--- src/hdl/cpuPkg.sv ---
package cpuPkg;

    localparam int dataWidth = 16;
    localparam int regCount = 16;
    localparam int regAddrWidth = 4;
    localparam int memAddrWidth = 8;
    localparam int lsuFifoDepth = 4;
    localparam int lsuPtrWidth = $clog2(lsuFifoDepth);

    typedef logic [dataWidth-1:0] word_t;
    typedef logic [regAddrWidth-1:0] regAddr_t;

    // Major opcode in instruction bits 15..12, codes 14 and 15 act as NOP
    typedef enum logic [3:0] {
        NOP  = 4'd0,
        ADD  = 4'd1,
        SUB  = 4'd2,
        AND  = 4'd3,
        OR   = 4'd4,
        XOR  = 4'd5,
        SHL  = 4'd6,
        SHR  = 4'd7,
        LI   = 4'd8,
        LUI  = 4'd9,
        LD   = 4'd10,
        ST   = 4'd11,
        BEQZ = 4'd12,
        JAL  = 4'd13
    } opcode_t;

    // Operand B already carries the immediate where the opcode has one
    typedef struct packed {
        opcode_t  op;
        regAddr_t rd;
        logic     writeEn;
        word_t    a;
        word_t    b;
        logic     isBranch;
        logic     isJal;
        word_t    pc;
    } decoded_t;

    typedef struct packed {
        logic                    isStore;
        logic [memAddrWidth-1:0] addr;
        word_t                   storeData;
        regAddr_t                rd;
    } lsuReq_t;

    typedef struct packed {
        logic     valid;
        regAddr_t addr;
        word_t    data;
    } regWrite_t;

    typedef struct packed {
        logic  resolved;
        logic  taken;
        word_t target;
    } redirect_t;

endpackage

--- src/hdl/regFile.sv ---
module regFile (
    input  logic                        clk,
    input  logic                        rst,
    input  cpuPkg::regAddr_t            readAddrA,
    input  cpuPkg::regAddr_t            readAddrB,
    output cpuPkg::word_t               readDataA,
    output cpuPkg::word_t               readDataB,
    input  cpuPkg::regWrite_t           aluWrite,
    input  cpuPkg::regWrite_t           memWrite,
    input  logic                        markValid,
    input  cpuPkg::regAddr_t            markAddr,
    output logic [cpuPkg::regCount-1:0] dirty
);

    cpuPkg::word_t regs [cpuPkg::regCount];
    logic [cpuPkg::regCount-1:0] dirtyNext;

    // Register 0 is never stored, reads as zero
    assign readDataA = (readAddrA == '0) ? '0 : regs[readAddrA];
    assign readDataB = (readAddrB == '0) ? '0 : regs[readAddrB];

    always_ff @(posedge clk) begin
        if (aluWrite.valid && (aluWrite.addr != '0)) begin
            regs[aluWrite.addr] <= aluWrite.data;
        end
        if (memWrite.valid && (memWrite.addr != '0)) begin
            regs[memWrite.addr] <= memWrite.data;
        end
    end

    // Retiring writes clear, a new issue sets
    always_comb begin
        dirtyNext = dirty;
        if (aluWrite.valid) begin
            dirtyNext[aluWrite.addr] = 1'b0;
        end
        if (memWrite.valid) begin
            dirtyNext[memWrite.addr] = 1'b0;
        end
        if (markValid) begin
            dirtyNext[markAddr] = 1'b1;
        end
    end

    always_ff @(posedge clk) begin
        if (rst) begin
            dirty <= '0;
        end else begin
            dirty <= dirtyNext;
        end
    end

endmodule

--- config.mk ---
export PLATFORM = sky130hd
export DESIGN_NAME = regFile
export DESIGN_NICKNAME = d
export VERILOG_FILES = /design/src/hdl/cpuPkg.sv /design/src/hdl/regFile.sv
export SDC_FILE = /design/constraint.sdc
export NUM_CORES = 1
export LEC_CHECK = 0
export ABC_AREA = 1
export BUFFER_PORTS_ARGS = -buffer_cell sky130_fd_sc_hd__buf_2
export CAP_MARGIN = 20
export CORE_MARGIN = 4
export CORE_UTILIZATION = 57
export CTS_CLUSTER_DIAMETER = 100
export CTS_CLUSTER_SIZE = 24
export DETAILED_ROUTE_END_ITERATION = 10
export PLACE_DENSITY_LB_ADDON = 0.12
export SLEW_MARGIN = 20
export SYNTH_ARGS = -nofsm -noshare
export SYNTH_HDL_FRONTEND = slang
export SYNTH_SLANG_ARGS = --single-unit
--- constraint.sdc ---
create_clock -name clk -period 4.63 [get_ports clk]
set_input_delay 0 -clock clk [delete_from_list [all_inputs] [get_ports clk]]
set_output_delay 0 -clock clk [all_outputs]
set_load 0.05 [all_outputs]
==> flow_metrics.env <==
export IMPL_status="finished clean"
export IMPL_critPathKind="input pin to primary output"
export IMPL_synth_area_mm2=0.01725
export IMPL_die_h_um=181.9
export IMPL_hold_path_depth=5
export IMPL_viasPerCell=6.051
export IMPL_antenna_cells=0
export IMPL_core_mm2=0.02972
export IMPL_crit_fanout=79
export IMPL_synth_distinct_cells=23
export IMPL_p_per_area_mw_per_mm2=291.1
export IMPL_required_ns=4.63
export IMPL_layout_common_cells="959 x nand2_1, 377 x nand3_1, 324 x inv_1, 256 x edfxtp_1, 192 x o21ai_0"
export IMPL_yosys_warnings=0
export IMPL_layout_commonest_cell="nand2_1"
export IMPL_vias=17307
export IMPL_avgSynthCellArea_um2=7.013
export IMPL_cts_tree="yes"
export IMPL_die_area_mm2=0.03310
export IMPL_ys_seq_area_share_pct=46.43
export IMPL_dp_hpwl_um=40130
export IMPL_fp_row_count=63
export IMPL_rsz0062_at_grt="false"
export IMPL_clock_latency_ns=0.50
export IMPL_ys_ff_latch=272
export IMPL_fillers=2674
export IMPL_tightest_slew_ns=1.159
export IMPL_post_place_ws_ns=1.896
export IMPL_cts_resized=0
export IMPL_grt_max_degree=80
export IMPL_drc=0
export IMPL_multi_input_area_mm2=0.007232
export IMPL_ir_drop_v=0.0002432
export IMPL_grt_pass1_wl_um=96600
export IMPL_postRouteAntennaNets=0
export IMPL_antenna_found_initial=0
export IMPL_clock_skew_ns=0
export IMPL_fmax_mhz=345.6
export IMPL_endpoint_kind="primary output"
export IMPL_wirelength_um=64120
export IMPL_tns_ns=0
export IMPL_slew_limit_headroom_pct=22.57
export IMPL_io_buffer_count=104
export IMPL_synth_cells=2459
export IMPL_nNetsFinal=2523
export IMPL_max_cap_violations=0
export IMPL_cts_buffer_depth=3
export IMPL_drive_gt1_share_pct=7.045
export IMPL_rr_worst_depth=3
export IMPL_drt_iter0_markers=2503
export IMPL_first_pass_iters=6
export IMPL_postCtsSetupRepairBufs=0
export IMPL_h_tree_depth=1
export IMPL_cp_start_kind="input pin"
export IMPL_seqCellArea_mm2=0.008008
export IMPL_fp_dieW_um=181.9
export IMPL_cts_made_buffers=15
export IMPL_start_util_pct=58.03
export IMPL_layout_setup_ws_ns=1.736
export IMPL_cts_sinks=272
export IMPL_slew_viol_final=0
export IMPL_path_clk_slew_ns=0.09
export IMPL_area_delta_synth_final_pct=7.451
export IMPL_min_period_ns=2.894
export IMPL_grt_overflow_total=0
export IMPL_crit_arrival_ns=2.89
export IMPL_hold_path_class="input pin to register"
export IMPL_p_leak_nw=9.040
export IMPL_finalHoldViolations=0
export IMPL_wl_per_cell_um=22.42
export IMPL_grt_pass1_vias=16347
export IMPL_min_period_over_period_pct=62.50
export IMPL_cts_root_buffer="clkbuf_16"
export IMPL_ios=105
export IMPL_finalSetupViolCount=0
export IMPL_gp_congestion=1.042
export IMPL_track_usage_pct=37.88
## power breakdown
part           total, W  switching (W)  internal, W
Clock           0.00145       0.000841     0.000609
Sequential      0.00282      0.0000266      0.00280
Combinational   0.00112       0.000837     0.000283
## sequential cells by signal, summed over array words and instances (netlist names)
register  flops
regs        256
dirty        16
## logic make-up after synthesis
family / share of synthesized area (%)
simple gates: 32.94
buf+inv: 12.10
other cells: 0.02175
flops: 46.43
compound gates: 8.503
## layer usage
layer	global-route usage (%)	wire length [um]	vias to the layer above
met1	49.25	22920	7834
met4	19.90	4166	0
met3	6.170	8195	301
met2	61.20	28840	1360
li1	-	-	7812
met5	0	0	-
## worst max-delay path: stages
cell,delay [ns]
buf_4,0.64
inv_4,0.55
buf_4,0.41
nand2_1,0.09
nand3_1,0.06
nand2_1,0.08
nand2_1,0.05
nand2_1,0.11
inv_1,0.04
a21oi_1,0.44
buf_2,0.36
## final cells by class
cell class,instances,area share (%)
Sequential cell,272,43.21
Multi-Input combinational cell,1677,39.03
Inverter,331,6.732
Timing Repair Buffer,169,6.192
Tap cell,390,2.633
Clock buffer,19,2.107
Clock inverter,2,0.09453
## worst paths after layout
check,start,to,slack [ns]
min reg2reg,dirty[13],dirty[13],0.48
max,readAddrB[0],readDataB[11],1.74
max reg2reg,dirty[6],dirty[6],3.36
min,aluWrite[18],dirty[3],0.008
## Yosys cell counts
master | number | area [um^2]
nand2_1 | 962 | 3611
nand3_1 | 377 | 1887
inv_1 | 324 | 1216
edfxtp_1 | 256 | 7687
o21ai_0 | 194 | 970.9
buf_2 | 81 | 405.4
clkbuf_1 | 81 | 304.0
a21oi_1 | 48 | 240.2
o21ai_1 | 48 | 240.2
buf_1 | 28 | 105.1
dfxtp_1 | 16 | 320.3
nor2_1 | 13 | 48.80
inv_2 | 7 | 26.28
nor3_1 | 6 | 30.03
buf_4 | 4 | 30.03
nand2_2 | 4 | 25.02
nor2_2 | 3 | 18.77
o211ai_1 | 2 | 15.01
conb_1 | 1 | 3.750
nand3b_1 | 1 | 7.510
nor3b_4 | 1 | 18.77
nor4_2 | 1 | 12.51
nor4_4 | 1 | 21.27
## metrics by stage
stage | instances | total power, W | hold WS (ns) | utilization [%] | cell area (um^2)
CTS | 2857 | 0.005352 | 0.00003303 | 62.17 | 18480
finish | 2860 | 0.005394 | 0.007615 | 62.36 | 18530
global placement | 2800 | 0.003922 | 0.3708 | 59.59 | 17710
floorplan | 2474 | 0.003600 | 0.1667 | - | 17300
detailed placement | 2800 | 0.003940 | 0.3682 | 59.59 | 17710
global route | 2860 | 0.005576 | 0.03563 | 62.36 | 18530
## timing repair
action / 4_1_cts / 5_1_grt
hold endpoints to repair: 32 / 0
hold buffers: 36 / 0
endpoints found under the setup margin: 0 / 0
Note: power is estimated with default switching activity, not from simulation.
