File: src/hdl/cpuPkg.sv
package cpuPkg;

    localparam int dataWidth = 16;
    localparam int regCount = 16;
    localparam int regAddrWidth = 4;
    localparam int memAddrWidth = 8;
    localparam int lsuFifoDepth = 4;
    localparam int lsuPtrWidth = $clog2(lsuFifoDepth);

    typedef logic [dataWidth-1:0] word_t;
    typedef logic [regAddrWidth-1:0] regAddr_t;

    // Major opcode in instruction bits 15..12, codes 14 and 15 act as NOP
    typedef enum logic [3:0] {
        NOP  = 4'd0,
        ADD  = 4'd1,
        SUB  = 4'd2,
        AND  = 4'd3,
        OR   = 4'd4,
        XOR  = 4'd5,
        SHL  = 4'd6,
        SHR  = 4'd7,
        LI   = 4'd8,
        LUI  = 4'd9,
        LD   = 4'd10,
        ST   = 4'd11,
        BEQZ = 4'd12,
        JAL  = 4'd13
    } opcode_t;

    // Operand B already carries the immediate where the opcode has one
    typedef struct packed {
        opcode_t  op;
        regAddr_t rd;
        logic     writeEn;
        word_t    a;
        word_t    b;
        logic     isBranch;
        logic     isJal;
        word_t    pc;
    } decoded_t;

    typedef struct packed {
        logic                    isStore;
        logic [memAddrWidth-1:0] addr;
        word_t                   storeData;
        regAddr_t                rd;
    } lsuReq_t;

    typedef struct packed {
        logic     valid;
        regAddr_t addr;
        word_t    data;
    } regWrite_t;

    typedef struct packed {
        logic  resolved;
        logic  taken;
        word_t target;
    } redirect_t;

endpackage

File: src/hdl/execStage.sv
module execStage (
    input  logic               clk,
    input  logic               rst,
    input  cpuPkg::decoded_t   issue,
    input  logic               issueValid,
    output cpuPkg::regWrite_t  aluWrite,
    output cpuPkg::redirect_t  redirect
);

    cpuPkg::decoded_t cur;
    logic             curValid;
    cpuPkg::word_t    linkValue;
    cpuPkg::word_t    result;
    logic             isControl;

    always_ff @(posedge clk) begin
        if (rst) begin
            curValid <= 1'b0;
        end else begin
            curValid <= issueValid;
        end
    end

    always_ff @(posedge clk) begin
        if (issueValid) begin
            cur <= issue;
        end
    end

    assign linkValue = cur.pc + cpuPkg::word_t'(1);

    always_comb begin
        case (cur.op)
            cpuPkg::ADD: result = cur.a + cur.b;
            cpuPkg::SUB: result = cur.a - cur.b;
            cpuPkg::AND: result = cur.a & cur.b;
            cpuPkg::OR: result = cur.a | cur.b;
            cpuPkg::XOR: result = cur.a ^ cur.b;
            cpuPkg::SHL: result = cur.a << cur.b[3:0];
            cpuPkg::SHR: result = cur.a >> cur.b[3:0];
            cpuPkg::LI: result = cur.b;
            // Upper byte from the immediate, low byte kept from rd
            cpuPkg::LUI: result = {cur.b[15:8], cur.a[7:0]};
            cpuPkg::JAL: result = linkValue;
            default: result = '0;
        endcase
    end

    assign aluWrite.valid = curValid && cur.writeEn;
    assign aluWrite.addr = cur.rd;
    assign aluWrite.data = result;

    assign isControl = cur.isBranch || cur.isJal;

    // BEQZ jumps to rb when ra is zero, JAL always jumps to ra
    assign redirect.resolved = curValid && isControl;
    assign redirect.taken = cur.isJal || (cur.isBranch && (cur.a == '0));
    assign redirect.target = cur.isJal ? cur.a : cur.b;

endmodule

File: config.mk
export PLATFORM = sky130hd
export DESIGN_NAME = execStage
export DESIGN_NICKNAME = d
export VERILOG_FILES = /design/src/hdl/cpuPkg.sv /design/src/hdl/execStage.sv
export SDC_FILE = /design/constraint.sdc
export NUM_CORES = 1
export LEC_CHECK = 0
export ABC_AREA = 1
export BUFFER_PORTS_ARGS = -buffer_cell sky130_fd_sc_hd__buf_4
export CORE_ASPECT_RATIO = 1.25
export CORE_MARGIN = 2
export CORE_UTILIZATION = 42
export CTS_BUF_LIST = sky130_fd_sc_hd__clkbuf_8
export DETAILED_ROUTE_END_ITERATION = 10
export GPL_TIMING_DRIVEN = 0
export PLACE_DENSITY = 0.67
export SETUP_SLACK_MARGIN = 0.5
export SLEW_MARGIN = 25
export SYNTH_ARGS = -nofsm -noshare
export SYNTH_HDL_FRONTEND = slang
export SYNTH_SLANG_ARGS = --single-unit
File: constraint.sdc
create_clock -name clk -period 3.37 [get_ports clk]
set_clock_uncertainty 0.2 [all_clocks]
set_input_delay 0.1685 -clock clk [delete_from_list [all_inputs] [get_ports clk]]
set_output_delay 0.1685 -clock clk [all_outputs]
set_load 0.005 [all_outputs]
==> impl_metrics.json <==
{
  "numPortBuffers": 100,
  "dr_total_vias": 7072,
  "drtIter0Drc": 509,
  "seqPwrFrac_pct": 31.4,
  "syn_area_um2": 6200,
  "syn_to_final_growth_pct": 39.6,
  "syn_avg_cell_area_um2": 6.68,
  "end_kind": "output pin",
  "synthArstFlopShare_pct": 0,
  "wl_met1_um": 9480,
  "synth_mux_area_share_pct": 0.161,
  "io_pins": 101,
  "crit_path_start_kind": "register",
  "antenna_cells": 0,
  "crit_cells": 22,
  "antenna_found_initial": 0,
  "dp.cells": 1206,
  "hp-class": "in2reg",
  "cts_buffers": 9,
  "viasPerCell": 5.41,
  "rsz0062_at_grt": "true",
  "first_global_vias": 6721,
  "final_nets": 1238,
  "synth-seq-cells": 60,
  "final_common_cell": "nand2_1",
  "p_leak_nw": 4.21,
  "htreeDepth": 3,
  "overflow": 0,
  "sw_frac_of_total_pct": 37.3,
  "synth_simple_gate_area_share_pct": 38.4,
  "p_comb_share_pct": 43.4,
  "syn_inst": 928,
  "ys_seq_area_share_pct": 28.9,
  "hold_path_depth": 3,
  "drv_slew": 0,
  "dr_wl_met2_um": 11000,
  "synth_edf_count": 59,
  "start_util_pct": 43.0,
  "drcViolationCount": 0,
  "grt_first_pass_wirelength_um": 35500,
  "fin_crit_sh_pct": 105,
  "drive_gt1_share_pct": 23.9,
  "crit_path_max_incr_delay_ns": 0.41,
  "critPathArrivalTime_ns": 3.18,
  "cts_sinks": 60,
  "ys_types": 46,
  "drt_wl_total_um": 23400,
  "die_h_um": 140,
  "p_int_mw": 1.97,
  "cpMostUsedCell": "nand2_1",
  "path_clk_slew_ns": 0.07,
  "syn_nets": 1041,
  "p_clk_share_pct": 25.2,
  "pre_cts_slack_ns": -0.171,
  "synthXorXnorAreaFrac_pct": 2.26,
  "final_cell_mix": "275 x nand2_1, 130 x buf_4, 120 x nand3_1",
  "die_width_um": 113,
  "design.die.area_um2": 15800,
  "top_layer": "met4",
  "layout_setup_ws_ns": -0.180,
  "status": "finished with violations",
  "power_mw": 3.14,
  "cp.required_ns": 3.00,
  "setup_viol": 9,
  "dpl.hpwl_um": 17400,
  "synth_warnings": 0,
  "crit_type": "reg2out",
  "timing.fmax_mhz": 282,
  "critical_path.max_fanout": 5,
  "avgRoutedWirePerCell_um": 17.9,
  "cts_tree": "built",
  "relSlewSlack_pct": 51.4,
  "gp_congestion": 0.999,
  "cpMaxStageDelayCell": "edfxtp_1",
  "rows": 49,
  "worst_pin_slew_ns": 0.729,
  "hold_path.startpoint": "issueValid",
  "cts_root_buffer": "clkbuf_8",
  "cp_cell_sequence": "buf_6 > clkinv_4 > buf_8 > buf_12 > ha_4 > nand2_4 > buf_4 > inv_1 > nand2_1 > xor2_1 > nand2_1 > nand2_1 > ha_2 > inv_1 > nor3_4 > and2_1 > nand2_1 > nand2_1 > nand2_1 > nand3_1 > nand3_1 > buf_4",
  "grt_max_degree": 61,
  "hold_violations": 0,
  "grt_usage_pct": 29.2,
  "wl_met3_um": 1510,
  "drtPass1Iterations": 5,
  "holdPathEnd": "curValid",
  "instances_no_fill": 1308,
  "p_sw_mw": 1.17,
  "clk_path_buf_depth": 2,
  "powerDensity_nw_per_um2": 363,
  "coreArea_um2": 14400,
  "critPathBufInv": 8,
  "synth_top_family_by_area": "simple AND/OR/NAND/NOR gates",
  "cap_violations": 0,
  "violations": "negative setup slack",
  "final_antenna_net_count": 0,
  "synthFlopType": "edfxtp_1",
  "min_period_ns": 3.55,
  "cp_top_family": "simple AND/OR/NAND/NOR gates",
  "vdd_drop_max_mv": 0.418,
  "synth_adder_area_share_pct": 10.4,
  "synth_compound_area_share_pct": 9.89
}
-- per-stage QoR --
stage               hold WS (ns)  TNS [ns]  instance area [um2]  utilization [%]
finish                     0.138    -0.804                 8650             60.1
global route               0.198     -2.39                 8650             60.1
CTS                        0.151    -0.995                 8440             58.5
detailed placement         0.130    -0.204                 7240             50.2
global placement           0.127    -0.166                 7240             50.2
floorplan                 0.0397         0                 6270                -
-- Yosys cell counts, types with 8 or more instances --
| cell | number | area (um2) |
|---|---|---|
| a21oi_1 | 31 | 155 |
| buf_4 | 11 | 82.6 |
| edfxtp_1 | 59 | 1770 |
| ha_1 | 50 | 626 |
| inv_1 | 102 | 383 |
| nand2_1 | 304 | 1140 |
| nand3_1 | 126 | 631 |
| nand4_1 | 10 | 62.6 |
| nor2_1 | 74 | 278 |
| nor3_1 | 8 | 40.0 |
| o21ai_0 | 49 | 245 |
| xor2_1 | 14 | 123 |
-- per-layer routing --
layer | vias to the layer above | GRT usage [%]
met5 | - | 0
met4 | 0 | 15.3
met3 | 87 | 4.14
met2 | 321 | 48.1
met1 | 3211 | 36.9
li1 | 3453 | -
-- power by group through the flow --
| stage | clock network, mW | logic, mW | registers [mW] |
|---|---|---|---|
| 3_5_place_dp | 0 | 1.08 | 0.997 |
| 6_report | 0.791 | 1.36 | 0.985 |
| 3_3_place_gp | 0 | 1.07 | 0.996 |
| 2_1_floorplan | 0 | 0.685 | 0.955 |
| 5_1_grt | 0.833 | 1.48 | 0.989 |
| 4_1_cts | 0.806 | 1.26 | 0.979 |
-- layout make-up --
type | count | area [um2]
inverter | 107 | 414
fill | 1332 | 5750
buffer | 30 | 256
tap | 178 | 223
multi-input combinational | 731 | 4160
clock inverter | 7 | 115
clock buffer | 9 | 124
sequential | 60 | 1790
timing repair buffer | 186 | 1570
-- cell families (layout without fill, tap and decap cells) --
group                      count (synthesis)  after routing
AOI/OAI and AO/OA                        110            110
and+or+nand+nor                          553            553
muxes                                      1              1
DFF                                       60             60
adders and majority gates                 51             51
xor gates and xnor gates                  16             16
buffers and inverters                    137            339
-- how the worst max path moves through the flow --
stage | end | start
after global placement | aluWrite[15] | cur[19]
after global routing | aluWrite[15] | cur[20]
final | aluWrite[14] | cur[19]
after floorplan | aluWrite[15] | cur[19]
after detailed placement | aluWrite[15] | cur[19]
after CTS | aluWrite[15] | cur[19]
-- flip-flops by register name, indices dropped and copies added, names as in the netlist --
| signal | cells |
|---|---|
| aluWrite | 4 |
| cur | 55 |
| curValid | 1 |
-- repair_timing --
action                                 4_1_cts  5_1_grt
buffers inserted                            22        4
endpoints found under the hold margin       60        0
hold buffers                                60        0
pin swaps                                   41       31
setup endpoints to repair                   15       16
resized for setup                           60       51
(Power assumes the default switching activity.)
