--- src/hdl/cpuPkg.sv ---
package cpuPkg;

    localparam int dataWidth = 16;
    localparam int regCount = 16;
    localparam int regAddrWidth = 4;
    localparam int memAddrWidth = 8;
    localparam int lsuFifoDepth = 4;
    localparam int lsuPtrWidth = $clog2(lsuFifoDepth);

    typedef logic [dataWidth-1:0] word_t;
    typedef logic [regAddrWidth-1:0] regAddr_t;

    // Major opcode in instruction bits 15..12, codes 14 and 15 act as NOP
    typedef enum logic [3:0] {
        NOP  = 4'd0,
        ADD  = 4'd1,
        SUB  = 4'd2,
        AND  = 4'd3,
        OR   = 4'd4,
        XOR  = 4'd5,
        SHL  = 4'd6,
        SHR  = 4'd7,
        LI   = 4'd8,
        LUI  = 4'd9,
        LD   = 4'd10,
        ST   = 4'd11,
        BEQZ = 4'd12,
        JAL  = 4'd13
    } opcode_t;

    // Operand B already carries the immediate where the opcode has one
    typedef struct packed {
        opcode_t  op;
        regAddr_t rd;
        logic     writeEn;
        word_t    a;
        word_t    b;
        logic     isBranch;
        logic     isJal;
        word_t    pc;
    } decoded_t;

    typedef struct packed {
        logic                    isStore;
        logic [memAddrWidth-1:0] addr;
        word_t                   storeData;
        regAddr_t                rd;
    } lsuReq_t;

    typedef struct packed {
        logic     valid;
        regAddr_t addr;
        word_t    data;
    } regWrite_t;

    typedef struct packed {
        logic  resolved;
        logic  taken;
        word_t target;
    } redirect_t;

endpackage

--- src/hdl/decodeIssue.sv ---
module decodeIssue (
    input  logic                         clk,
    input  logic                         rst,
    input  cpuPkg::word_t                instr,
    input  logic                         fetchValid,
    input  cpuPkg::word_t                fetchPc,
    input  cpuPkg::redirect_t            redirect,
    input  logic [cpuPkg::regCount-1:0]  dirty,
    output cpuPkg::regAddr_t             readAddrA,
    output cpuPkg::regAddr_t             readAddrB,
    input  cpuPkg::word_t                readDataA,
    input  cpuPkg::word_t                readDataB,
    output logic                         markValid,
    output cpuPkg::regAddr_t             markAddr,
    output cpuPkg::decoded_t             issue,
    output logic                         issueValid,
    output cpuPkg::lsuReq_t              lsuReq,
    output logic                         lsuValid,
    input  logic                         lsuReady,
    output logic                         stall
);

    logic             holdValid;
    cpuPkg::word_t    holdInstr;
    cpuPkg::word_t    holdPc;
    logic             branchPending;
    logic             curValid;
    cpuPkg::word_t    curInstr;
    cpuPkg::word_t    curPc;
    cpuPkg::opcode_t  op;
    cpuPkg::regAddr_t rd;
    logic             useA;
    logic             useB;
    logic             writesRd;
    logic             writeEn;
    logic             isMem;
    logic             isControl;
    logic             hazard;
    logic             go;
    logic             fire;
    logic             blocked;

    // Held word takes priority over the fetch slot
    assign curValid = holdValid || fetchValid;
    assign curInstr = holdValid ? holdInstr : instr;
    assign curPc = holdValid ? holdPc : fetchPc;

    assign op = cpuPkg::opcode_t'(curInstr[15:12]);
    assign rd = curInstr[11:8];

    always_comb begin
        useA = 1'b0;
        useB = 1'b0;
        writesRd = 1'b0;
        case (op)
            cpuPkg::ADD, cpuPkg::SUB, cpuPkg::AND, cpuPkg::OR, cpuPkg::XOR,
            cpuPkg::SHL, cpuPkg::SHR: begin
                useA = 1'b1;
                useB = 1'b1;
                writesRd = 1'b1;
            end
            cpuPkg::LI: begin
                writesRd = 1'b1;
            end
            cpuPkg::LUI, cpuPkg::LD, cpuPkg::JAL: begin
                useA = 1'b1;
                writesRd = 1'b1;
            end
            cpuPkg::ST, cpuPkg::BEQZ: begin
                useA = 1'b1;
                useB = 1'b1;
            end
            default: begin
            end
        endcase
    end

    // LUI reads its own destination to keep the low byte
    assign readAddrA = (op == cpuPkg::LUI) ? rd : curInstr[7:4];
    assign readAddrB = curInstr[3:0];

    assign writeEn = writesRd && (rd != '0);
    assign isMem = (op == cpuPkg::LD) || (op == cpuPkg::ST);
    assign isControl = (op == cpuPkg::BEQZ) || (op == cpuPkg::JAL);

    assign hazard = (useA && dirty[readAddrA]) || (useB && dirty[readAddrB])
                  || (writeEn && dirty[rd]);
    assign go = !hazard && !branchPending && (!isMem || lsuReady);
    assign fire = curValid && go;
    assign blocked = curValid && !go;

    // Fetch also waits from a control issue until execute resolves it
    assign stall = blocked || (fire && isControl) || (branchPending && !redirect.resolved);

    assign issueValid = fire && !isMem;
    assign markValid = fire && writeEn;
    assign markAddr = rd;

    // FIFO valid never looks at ready
    assign lsuValid = curValid && isMem && !hazard && !branchPending;
    assign lsuReq.isStore = (op == cpuPkg::ST);
    assign lsuReq.addr = readDataA[cpuPkg::memAddrWidth-1:0];
    assign lsuReq.storeData = readDataB;
    assign lsuReq.rd = rd;

    always_comb begin
        issue.op = op;
        issue.rd = rd;
        issue.writeEn = writeEn;
        issue.a = readDataA;
        case (op)
            cpuPkg::LI: issue.b = {{8{curInstr[7]}}, curInstr[7:0]};
            cpuPkg::LUI: issue.b = {curInstr[7:0], 8'h00};
            default: issue.b = readDataB;
        endcase
        issue.isBranch = (op == cpuPkg::BEQZ);
        issue.isJal = (op == cpuPkg::JAL);
        issue.pc = curPc;
    end

    always_ff @(posedge clk) begin
        if (rst) begin
            holdValid <= 1'b0;
            branchPending <= 1'b0;
        end else begin
            holdValid <= blocked;
            if (fire && isControl) begin
                branchPending <= 1'b1;
            end else if (redirect.resolved) begin
                branchPending <= 1'b0;
            end
        end
    end

    always_ff @(posedge clk) begin
        if (blocked) begin
            holdInstr <= curInstr;
            holdPc <= curPc;
        end
    end

endmodule

--- config.mk ---
export PLATFORM = sky130hd
export DESIGN_NAME = decodeIssue
export DESIGN_NICKNAME = d
export VERILOG_FILES = /design/src/hdl/cpuPkg.sv /design/src/hdl/decodeIssue.sv
export SDC_FILE = /design/constraint.sdc
export NUM_CORES = 1
export LEC_CHECK = 0
export BUFFER_PORTS_ARGS = -buffer_cell sky130_fd_sc_hd__buf_2
export CAP_MARGIN = 25
export CORE_MARGIN = 5
export CORE_UTILIZATION = 44
export DETAILED_ROUTE_END_ITERATION = 8
export GPL_TIMING_DRIVEN = 0
export PLACE_DENSITY = 0.85
export SYNTH_ARGS = -nofsm -noshare
export SYNTH_HDL_FRONTEND = slang
export SYNTH_SLANG_ARGS = --single-unit
--- constraint.sdc ---
create_clock -name clk -period 4.2 [get_ports clk]
set_input_delay 0.63 -clock clk [delete_from_list [all_inputs] [get_ports clk]]
set_output_delay 0.63 -clock clk [all_outputs]
set_load 0.03 [all_outputs]
==> flow_metrics.env <==
export IMPL_rsz0062_at_grt="false"
export IMPL_io_buffers=172
export IMPL_critical_path_top_delay_family="simple AND/OR/NAND/NOR gates"
export IMPL_tritoncts="yes"
export IMPL_cts_sinks=34
export IMPL_synth_cell_type_count=54
export IMPL_grt_start_max_net_pins=33
export IMPL_dieArea_sq_um=9260
export IMPL_p_sw_share_pct=49.7
export IMPL_start_util_pct=45.1
export IMPL_leakagePower_nw=2.20
export IMPL_whs_path_depth=2
export IMPL_setup_tns_ns=0
export IMPL_total_power_w=0.00345
export IMPL_avgSynthCellArea_sq_um=9.22
export IMPL_grt_pass1_wl_um=16100
export IMPL_synthTopCellsByCount="buf_4, nand2_1, edfxtp_1, mux2_2, nor2_1"
export IMPL_gp_congestion=0.865
export IMPL_yosys_area_top_type_share_pct=29.4
export IMPL_endpoint_kind="output pin"
export IMPL_syn_inst=355
export IMPL_diodes=0
export IMPL_crit_fanout=10
export IMPL_r2r_slack_ns=0.48
export IMPL_required_ns=3.57
export IMPL_antenna_left=0
export IMPL_period_minus_slack_ns=3.99
export IMPL_slowest_stage="or4_1"
export IMPL_cts_resized=0
export IMPL_outcome="completed"
export IMPL_h_tree_depth=2
export IMPL_core_area_sq_um=7250
export IMPL_cts_buffers_inserted=5
export IMPL_p_per_area_nw_per_um2=780
export IMPL_final_hold_violation_count=0
export IMPL_ys_warn_count=0
export IMPL_async_reset_ff_share_pct=0
export IMPL_fp_dieH_um=96.3
export IMPL_drv_slew=0
export IMPL_cp_common_cell="buf_6"
export IMPL_finalSetupViolCount=0
export IMPL_worst_r2r_path_depth=9
export IMPL_fmax_ghz=0.251
export IMPL_drtIter0Drc=232
export IMPL_synth_top_area_cell="edfxtp_1"
export IMPL_critical_path_class="reg2out"
export IMPL_p_sw_w=0.00171
export IMPL_grt_overflow=0
export IMPL_critical_path_max_stage_delay_ns=0.51
export IMPL_hold_end="branchPending"
export IMPL_critical_path_cell_chain="buf_6, buf_6, buf_6, mux2i_2, mux4_2, nor2_1, nor4_1, or4_1, buf_2, nor4_2, buf_2"
export IMPL_worst_slew_pin_slew_ns=0.808
export IMPL_drc=0
export IMPL_relSlewSlack_pct=46.1
export IMPL_cp_num_buf_inv=5
export IMPL_cts_clk_slew_worst_paths_ns=0.07
export IMPL_r2r_end="holdInstr[4]"
export IMPL_dpl_hpwl_um=8770
export IMPL_cts_buffer_depth=2
export IMPL_cts_setup_buffers=0
export IMPL_start_kind="flip-flop"
export IMPL_syn_area_sq_um=3270
export IMPL_synth_nets=457
export IMPL_p_seq_share_pct=22.0
export IMPL_fin_util_pct=60.9
export IMPL_antenna_found_initial=0
export IMPL_fin_nets=636
export IMPL_wl_per_cell_um=17.1
export IMPL_ir_worst_vdd_mv=0.901
export IMPL_p_clk_share_pct=11.2
export IMPL_combPwrFrac_pct=66.8
export IMPL_fp_dieW_um=96.3
export IMPL_min_period_over_period_pct=94.9
export IMPL_avgViaCountPerCell=5.29
export IMPL_ys_seq_elements=34
export IMPL_drv_cap=0
export IMPL_first_pass_iters=5
export IMPL_drt_total_wl_um=10800
export IMPL_grtUsageTotal_pct=22.7
export IMPL_seq_area_frac_synth_pct=30.6
export IMPL_ios=206
export IMPL_p_int_w=0.00174
export IMPL_drive_gt1_share_pct=55.3
export IMPL_synthFlopType="edfxtp_1"
export IMPL_rows=31
export IMPL_cts_hold_buf=0
export IMPL_min_delay_start="rst"
export IMPL_grt_pass1_vias=3280
export IMPL_cts_root_buf="clkbuf_8"
export IMPL_arrival_ns=3.36
export IMPL_num_vias=3353
export IMPL_clk_latency_ns=0.29
export IMPL_skew_ns=0.00612
export IMPL_netlist_top_cells_area="edfxtp_1, buf_4, mux2_2"
export IMPL_syn2layout_area_growth_pct=35.1
export IMPL_synth_most_common_cell="buf_4"
export IMPL_synth_edff_count=32
export IMPL_r2r_start="holdValid"
export IMPL_hp_class="in2reg"
[power by group through the flow]
stage / Clock (W) / Combinational, W / Sequential [W]
finish: 0.000387 / 0.00230 / 0.000758
global route: 0.000408 / 0.00247 / 0.000775
CTS: 0.000389 / 0.00230 / 0.000753
detailed placement: 0 / 0.00229 / 0.000759
global placement: 0 / 0.00226 / 0.000752
floorplan: 0 / 0.00171 / 0.000727
[worst max path at each step]
stage,from,endpoint,depth (start not counted),slack (ns)
floorplan,instr[0],issueValid,7,0.39
global placement,instr[8],holdPc[0],10,-0.55
detailed placement,instr[8],holdInstr[5],10,0.03
CTS,holdValid,markValid,11,0.03
global route,holdValid,lsuValid,11,0.02
finish,holdValid,markValid,11,0.21
[stage by stage]
stage          instance area [sq um]  hold WS [ns]  cells  setup WS (ns)
2_1_floorplan                   3270         0.525    355          0.394
3_3_place_gp                    4260         0.545    626         -0.546
3_5_place_dp                    4260         0.551    626         0.0251
4_1_cts                         4400         0.529    634         0.0264
5_1_grt                         4420         0.540    634         0.0159
6_report                        4420         0.535    634          0.215
[layout by cell type (no fill, tap or decap), types with 14 or more instances in the layout]
cell type / instances
buf_4: 61
nand2_1: 33
inv_1: 17
a21oi_1: 14
edfxtp_1: 32
buf_2: 177
nor2_1: 22
mux2_2: 26
o21ai_0: 15
mux2i_1: 17
[sequential cells by signal, indices dropped and copies added (netlist names)]
| register | count |
|---|---|
| branchPending | 1 |
| holdPc | 16 |
| holdValid | 1 |
| holdInstr | 16 |
[worst reg2reg max path, delay by kind of cell, from the launching register on]
family / cells / cell delay [ns]
AO/OA/AOI/OAI: 4 / 1.63
buffers and inverters: 2 / 0.45
flip-flops: 1 / 0.31
multiplexers: 1 / 0.29
AND/OR/NAND/NOR: 2 / 0.67
[layout make-up]
type                       instances  area, sq um
timing repair buffer             172          861
sequential                        34         1000
buffer                            74          537
clock buffer                       6         82.6
inverter                          18         67.6
multi-input combinational        229         1690
fill                             651         2830
tap                               99          124
clock inverter                     2         60.1
[per-layer routing]
| metal | vias to the layer above | wire length [um] | GRT usage [%] |
|---|---|---|---|
| met1 | 1569 | 4280 | 28.1 |
| li1 | 1596 | - | - |
| met3 | 20 | 999 | 3.60 |
| met2 | 168 | 5400 | 40.5 |
| met4 | 0 | 142 | 6.64 |
| met5 | - | 0 | 0 |
[kinds of logic after synthesis]
family                 Yosys count  synth area share, %
multiplexers                    50                 17.9
AND/OR/NAND/NOR                105                 17.0
flip-flops                      34                 30.6
AO/OA/AOI/OAI                   74                 16.0
buffers and inverters           92                 18.4
Power figures use the tool's default switching activity.
