==> src/hdl/cpuPkg.sv <==
package cpuPkg;

    localparam int dataWidth = 16;
    localparam int regCount = 16;
    localparam int regAddrWidth = 4;
    localparam int memAddrWidth = 8;
    localparam int lsuFifoDepth = 4;
    localparam int lsuPtrWidth = $clog2(lsuFifoDepth);

    typedef logic [dataWidth-1:0] word_t;
    typedef logic [regAddrWidth-1:0] regAddr_t;

    // Major opcode in instruction bits 15..12, codes 14 and 15 act as NOP
    typedef enum logic [3:0] {
        NOP  = 4'd0,
        ADD  = 4'd1,
        SUB  = 4'd2,
        AND  = 4'd3,
        OR   = 4'd4,
        XOR  = 4'd5,
        SHL  = 4'd6,
        SHR  = 4'd7,
        LI   = 4'd8,
        LUI  = 4'd9,
        LD   = 4'd10,
        ST   = 4'd11,
        BEQZ = 4'd12,
        JAL  = 4'd13
    } opcode_t;

    // Operand B already carries the immediate where the opcode has one
    typedef struct packed {
        opcode_t  op;
        regAddr_t rd;
        logic     writeEn;
        word_t    a;
        word_t    b;
        logic     isBranch;
        logic     isJal;
        word_t    pc;
    } decoded_t;

    typedef struct packed {
        logic                    isStore;
        logic [memAddrWidth-1:0] addr;
        word_t                   storeData;
        regAddr_t                rd;
    } lsuReq_t;

    typedef struct packed {
        logic     valid;
        regAddr_t addr;
        word_t    data;
    } regWrite_t;

    typedef struct packed {
        logic  resolved;
        logic  taken;
        word_t target;
    } redirect_t;

endpackage

==> src/hdl/lsuFifo.sv <==
module lsuFifo (
    input  logic            clk,
    input  logic            rst,
    input  cpuPkg::lsuReq_t inData,
    input  logic            inValid,
    output logic            inReady,
    output cpuPkg::lsuReq_t outData,
    output logic            outValid,
    input  logic            outReady
);

    cpuPkg::lsuReq_t buffer [cpuPkg::lsuFifoDepth];
    logic [cpuPkg::lsuPtrWidth-1:0] wrPtr;
    logic [cpuPkg::lsuPtrWidth-1:0] rdPtr;
    logic [cpuPkg::lsuPtrWidth:0] count;
    logic push;
    logic pop;

    assign inReady = (count != cpuPkg::lsuFifoDepth);
    assign outValid = (count != '0);
    assign outData = buffer[rdPtr];

    assign push = inValid && inReady;
    assign pop = outValid && outReady;

    always_ff @(posedge clk) begin
        if (push) begin
            buffer[wrPtr] <= inData;
        end
    end

    // Pointers wrap on their own since the depth is a power of two
    always_ff @(posedge clk) begin
        if (rst) begin
            wrPtr <= '0;
            rdPtr <= '0;
            count <= '0;
        end else begin
            if (push) begin
                wrPtr <= wrPtr + 1'b1;
            end
            if (pop) begin
                rdPtr <= rdPtr + 1'b1;
            end
            count <= count + push - pop;
        end
    end

endmodule

==> config.mk <==
export PLATFORM = sky130hd
export DESIGN_NAME = lsuFifo
export DESIGN_NICKNAME = d
export VERILOG_FILES = /design/src/hdl/cpuPkg.sv /design/src/hdl/lsuFifo.sv
export SDC_FILE = /design/constraint.sdc
export NUM_CORES = 1
export LEC_CHECK = 0
export ABC_AREA = 1
export ABC_CLOCK_PERIOD_IN_PS = 2600
export BUFFER_PORTS_ARGS = -buffer_cell sky130_fd_sc_hd__clkbuf_2
export CAP_MARGIN = 0
export CORE_MARGIN = 1.5
export CORE_UTILIZATION = 50
export CTS_CLUSTER_SIZE = 30
export DETAILED_ROUTE_END_ITERATION = 10
export GPL_TIMING_DRIVEN = 0
export PLACE_DENSITY = 0.71
export SETUP_SLACK_MARGIN = 0.05
export SYNTH_ARGS = -nofsm -noshare
export SYNTH_HDL_FRONTEND = slang
export SYNTH_SLANG_ARGS = --single-unit
==> constraint.sdc <==
create_clock -name clk -period 2.6 [get_ports clk]
set_input_delay 0.52 -clock clk [delete_from_list [all_inputs] [get_ports clk]]
set_output_delay 0.52 -clock clk [all_outputs]
set_load 0.05 [all_outputs]
==> results.yml, run 1 <==
outcome:
  status: "complete, no violations"
timing:
  setup_viol: 0
  slew_headroom_pct: 37.3
  hold_violations: 0
  min_period_ns: 2.43
  max_freq_mhz: 411
  rsz0062_at_grt: "no"
  slew_viol_final: 0
  finalCritPeriodShare_pct: 93.6
  finClkSkew_ns: 0.00722
  worstMarginPinSlew_ns: 0.938
route:
  wirelength_mm: 9.97
  dr.pass1.iters: 6
  drt_iter0_drc: 125
  drc: 0
  via_count: 3077
  wl_per_cell_um: 17.3
  antenna_left: 0
  via_per_inst: 5.33
floorplanning:
  core-area_um2: 9820
  die_area_um2: 10800
  fp.dieW_um: 104
  io_pins: 64
  die_h_um: 104
  initial_core_util_pct: 51.8
  fp-row-count: 36
synth:
  yosysSeqAreaShare_pct: 72.0
  yosysTopAreaCell: "edfxtp_1"
  yosys_most_used_dff: "edfxtp_1"
  syn_inst: 346
  syn_area_um2: 5090
  yosys-top-cells-area: "edfxtp_1, o21ai_0, o22ai_2"
  yosysUniqueCellTypes: 23
  synth_top_area_share_pct: 68.5
  async_reset_ff_share_pct: 0
  synth_edf_count: 116
  synth_seq_cells: 125
  ys_warn_count: 0
  syn-num-nets: 386
  syn_area_per_cell_um2: 14.7
global_routing:
  gr-total-overflow: 0
  use_met2_pct: 33.8
  busiest_layer: "met2"
  grt_max_degree: 30
  antenna_found_initial: 0
  grt_pass1_wl_mm: 16.1
  use_met3_pct: 7.27
  grt.met1_usage_pct: 23.2
  gr-usage-all-layers_pct: 20.1
  first_global_vias: 3232
power_and_ir_drop:
  swShare_pct: 35.6
  p_clk_share_pct: 33.1
  power_frac_seq_pct: 35.2
  comb_power_share_pct: 31.7
  cell_internal_pwr_uw: 4640
  p_leak_uw: 0.00227
  p_per_area_nw_per_um2: 1140
  ir_worst_vdd_mv: 0.658
  netSwitchingPower_uw: 2570
worst_setup_path:
  r2r_end: "count[2]"
  cp-start-kind: "register"
  critical_path_class: "register to primary output"
  rr_startpoint: "count[1]"
  critPathTopFamily: "buffers and inverters"
  path_cells: "inv_2 > buf_2 > clkbuf_4 > o21ai_0 > o22ai_2 > buf_2"
  r2r_slack_ns: 0.32
  cpPeakStageDelay_ns: 0.33
  cpMaxStageDelayCell: "dfxtp_1"
  cp-end-kind: "primary output"
  crit_buf_inv: 4
  worstPathArrival_ns: 1.91
  reg2reg_depth: 10
  cp_max_fo: 10
  timing.critical_path.mode_cell: "buf_2"
  critical_path_required_ns: 2.08
placed_design:
  io_buffers: 63
  gp_congestion: 0.741
  dp_hpwl_mm: 6.17
  place_area_um2: 5670
  place_inst: 545
clocking:
  htreeDepth: 4
  clkTransAtPathRegs_ns: 0.06
  cts_tree: "yes"
  cts.sinks: 125
  clk-insertion-delay-late_ns: 0.52
  post_cts_buffers: 0
  clockBufferDepth: 2
  numCtsBuffers: 17
  cts_root_buf: "clkbuf_8"
min_path:
  min_to: "count[1]"
  hold_path_depth: 2
  hp-class: "primary input to register"
  worstHoldStart: "rst"
cells_and_area:
  nNetsFinal: 471
  multi_input_area_um2: 1260
  drive_gt1_share_pct: 39.0
  final_cells: 577
  regArea_um2: 3660
  fin_area_um2: 6300
  fin_util_pct: 64.2
  diodes: 0
  area_delta_synth_final_pct: 23.8
  fillers: 748
run:
  cap_violations: 0
## worst reg2reg max path, cell delays in order, from the launching register on
cell     delay (ns)
dfxtp_1        0.35
nor2_1         0.20
nand2_1        0.17
nand2_1        0.37
ha_1           0.30
inv_1          0.05
ha_1           0.12
inv_1          0.04
fa_1           0.38
o21ai_1        0.14
nor2_1         0.04
## layer usage
metal,vias up,part of all wire [%]
li1,1448,-
met5,-,0
met3,15,7.2
met4,0,1.5
met1,1517,41
met2,97,51
## sequential cells by signal, indices dropped and copies added (netlist names), named ones only
signal  count
buffer    116
wrPtr       2
rdPtr       2
count       3
## kinds of logic (layout without fill, tap and decap cells)
kind of cell | Yosys count | in the layout | share of synthesized area, %
simple gates | 86 | 86 | 9.81
compound gates | 94 | 94 | 12.5
buf+inv | 34 | 132 | 3.79
flops | 125 | 125 | 72.0
fa+ha+maj | 7 | 7 | 1.87
## cells in the mapped netlist, types with 3 or more instances
master	count
dfxtp_1	9
o21ai_0	56
o21ai_1	3
o22ai_2	20
ha_1	6
nor2_2	9
buf_2	11
edfxtp_1	116
inv_1	12
a21oi_1	4
nor2_1	42
inv_2	4
nor2_4	20
o22ai_1	9
nand2_1	12
nand3_1	3
## worst max-delay path by stage
stage	from	to	slack, ns	cells after the start
2_1_floorplan	count[1]	buffer[0][0]	-0.19	4
4_1_cts	register	outData[23]	0.07	6
6_report	register	outData[22]	0.17	6
3_3_place_gp	count[1]	buffer[3][21]	-0.83	4
3_5_place_dp	count[1]	count[2]	0.29	10
5_1_grt	register	outData[18]	0.06	5
## cell type report
type                    instances  area share (%)
plain buffers                  18            2.18
clock buffers                  22            7.67
clock inverters                10            2.14
inverters                      16           0.953
multi-input cells             187            20.0
flip-flops and latches        125            58.2
well taps                     133            2.64
repair buffers                 66            6.24
## what timing repair did
item	in CTS	in global routing
pin swaps	0	0
gates resized for setup	2	14
hold buffers	0	0
cloned	0	0
setup endpoints to repair	1	11
## power by group through the flow
stage | sequential [uW] | combinational (uW) | clock, uW
2_1_floorplan | 2570 | 1700 | 0
3_3_place_gp | 2580 | 2190 | 0
3_5_place_dp | 2580 | 2300 | 0
4_1_cts | 2540 | 2310 | 2410
5_1_grt | 2560 | 2460 | 2480
6_report | 2540 | 2290 | 2380
## per-stage QoR
step	total power (uW)	setup TNS [ns]	hold slack, ns	setup slack (ns)
2_1_floorplan	4270	-21.98	0.448	-0.189
3_3_place_gp	4780	-91.52	0.460	-0.828
3_5_place_dp	4880	0	0.483	0.293
4_1_cts	7260	0	0.160	0.0650
5_1_grt	7500	0	0.178	0.0595
6_report	7210	0	0.178	0.165
## layout by cell type (no fill, tap or decap), drive strengths merged
master and count:
edfxtp 116, clkbuf 84, nor2 71, o21ai 59, o22ai 29, buf 22, inv 16, nand2 12
dfxtp 9, ha 6, a21oi 4, clkinvlp 4, nand3 3, clkinv 3, bufinv 3, a21boi 2
fa 1
No activity file was read; power rests on OpenSTA's default activity.
==> run 2, diff against run 1 <==
GPL_TIMING_DRIVEN = default   (was 0)
==> results.yml, run 2 (synthesis gave the netlist of run 1 again) <==
outcome:
  status: "complete, no violations"
worst_setup_path:
  r2r_slack_ns: 0.63
  r2r_end: "count[2]"
  path_cells: "inv_4 > buf_12 > o21ai_0 > o22ai_2 > clkbuf_2"
  reg2reg_depth: 10
  critical_path_required_ns: 2.08
  cp-start-kind: "register"
  cpPeakStageDelay_ns: 0.34
  rr_startpoint: "count[1]"
  crit_buf_inv: 3
  cp_max_fo: 32
  cpMaxStageDelayCell: "dfxtp_2"
  cp-end-kind: "primary output"
  worstPathArrival_ns: 1.94
  critPathTopFamily: "buffers and inverters"
  critical_path_class: "register to primary output"
clocking:
  clkTransAtPathRegs_ns: 0.06
  clk-insertion-delay-late_ns: 0.52
  cts_tree: "yes"
  cts.sinks: 125
  htreeDepth: 4
  cts_root_buf: "clkbuf_8"
  numCtsBuffers: 17
  hold_buffers: 0
  clockBufferDepth: 2
min_path:
  worstHoldStart: "rst"
  hp-class: "primary input to register"
  min_to: "count[1]"
  hold_path_depth: 2
route:
  dr.pass1.iters: 4
  via_count: 2981
  drc: 0
  drt_iter0_drc: 189
  wirelength_mm: 9.51
  antenna_left: 0
  wl_per_cell_um: 16.8
  via_per_inst: 5.27
placed_design:
  place_area_um2: 5560
  io_buffers: 63
  gp_congestion: 0.727
  dp_hpwl_mm: 5.40
floorplanning:
  io_pins: 64
  fp-row-count: 36
  die_h_um: 104
  core-area_um2: 9820
  fp.dieW_um: 104
  initial_core_util_pct: 51.8
  die_area_um2: 10800
timing:
  hold_violations: 0
  rsz0062_at_grt: "yes"
  setup-tns-final_ns: 0
  setup_viol: 0
  worstMarginPinSlew_ns: 0.459
  slew_headroom_pct: 69.4
  slew_viol_final: 0
  finalCritPeriodShare_pct: 94.5
  max_freq_mhz: 407
  whs_ns: 0.187
  min_period_ns: 2.46
  finClkSkew_ns: 0.00681
run:
  cap_violations: 0
power_and_ir_drop:
  power_uw: 6940
  ir_worst_vdd_mv: 0.765
  p_per_area_nw_per_um2: 1130
  p_leak_uw: 0.00220
cells_and_area:
  fin_area_um2: 6150
  diodes: 0
  drive_gt1_share_pct: 37.2
  final_common_cell: "edfxtp_1"
  layout_common_cells: "edfxtp_1, clkbuf_2, o21ai_0"
  top_register: "buffer"
  largest_reg_flops: 116
  nNetsFinal: 460
  area_delta_synth_final_pct: 21.0
  top_regs: "buffer x116, count x3"
global_routing:
  first_global_vias: 3071
  antenna_found_initial: 0
  grt_pass1_wl_mm: 15.0
  gr-total-overflow: 0
  gr-usage-all-layers_pct: 18.7
  grt_max_degree: 59
[run 2: cell types whose count changed in the layout (fill, tap and decap cells not counted), sizes merged]
cell	delta
buf	-7
clkinv	+2
bufinv	-3
clkbuf	-2
inv	-1
[run 2: worst register-to-register path, delay by kind of cell, from the launching register on]
family | cells | cell delay (ns)
buf+inv | 2 | 0.10
fa+ha+maj | 3 | 0.72
compound gates | 1 | 0.15
simple gates | 4 | 0.54
flops | 1 | 0.35
[run 2: stage by stage]
stage | utilization (%) | setup WS, ns | instances
after floorplan | - | -0.189 | 346
after global placement | 56.6 | 0.593 | 534
after detailed placement | 56.6 | 0.526 | 534
after CTS | 62.6 | 0.0546 | 566
after global routing | 62.7 | 0.0343 | 566
final | 62.7 | 0.143 | 566
[run 2: worst max-delay path by stage]
stage | to | cells after the start | from | slack, ns
detailed placement | outData[11] | 4 | register | 0.53
CTS | outData[13] | 5 | register | 0.05
finish | outData[14] | 5 | register | 0.14
floorplan | buffer[0][0] | 4 | count[1] | -0.19
global route | outData[25] | 5 | register | 0.03
global placement | outData[23] | 4 | register | 0.59
[run 2: timing repair]
item                       4_1_cts  5_1_grt
setup endpoints to repair       28       22
resized for setup                2        9
buffers inserted                 0        0
[run 2: routing by layer]
metal  wire, um  vias up  track usage (%)
met4        154        0             8.43
met2       4890       93             31.4
li1           -     1416                -
met1       3840     1457             21.2
met3        633       15             7.39
met5          0        -                0
[run 2: report_power, final]
group	internal, uW	switching [uW]	leakage [uW]
logic	530	1650	0.000780
clock network	1420	808	0.000279
registers	2460	78.2	0.00114
total	4410	2540	0.00220
[run 2: final cells by class]
cell class	count	area (um2)
Timing Repair Buffer	73	413
Inverter	16	63.8
Clock buffer	24	536
Sequential cell	125	3660
Clock inverter	8	50.0
Multi-Input combinational cell	187	1260
Tap cell	133	166
Fill cell	746	3660
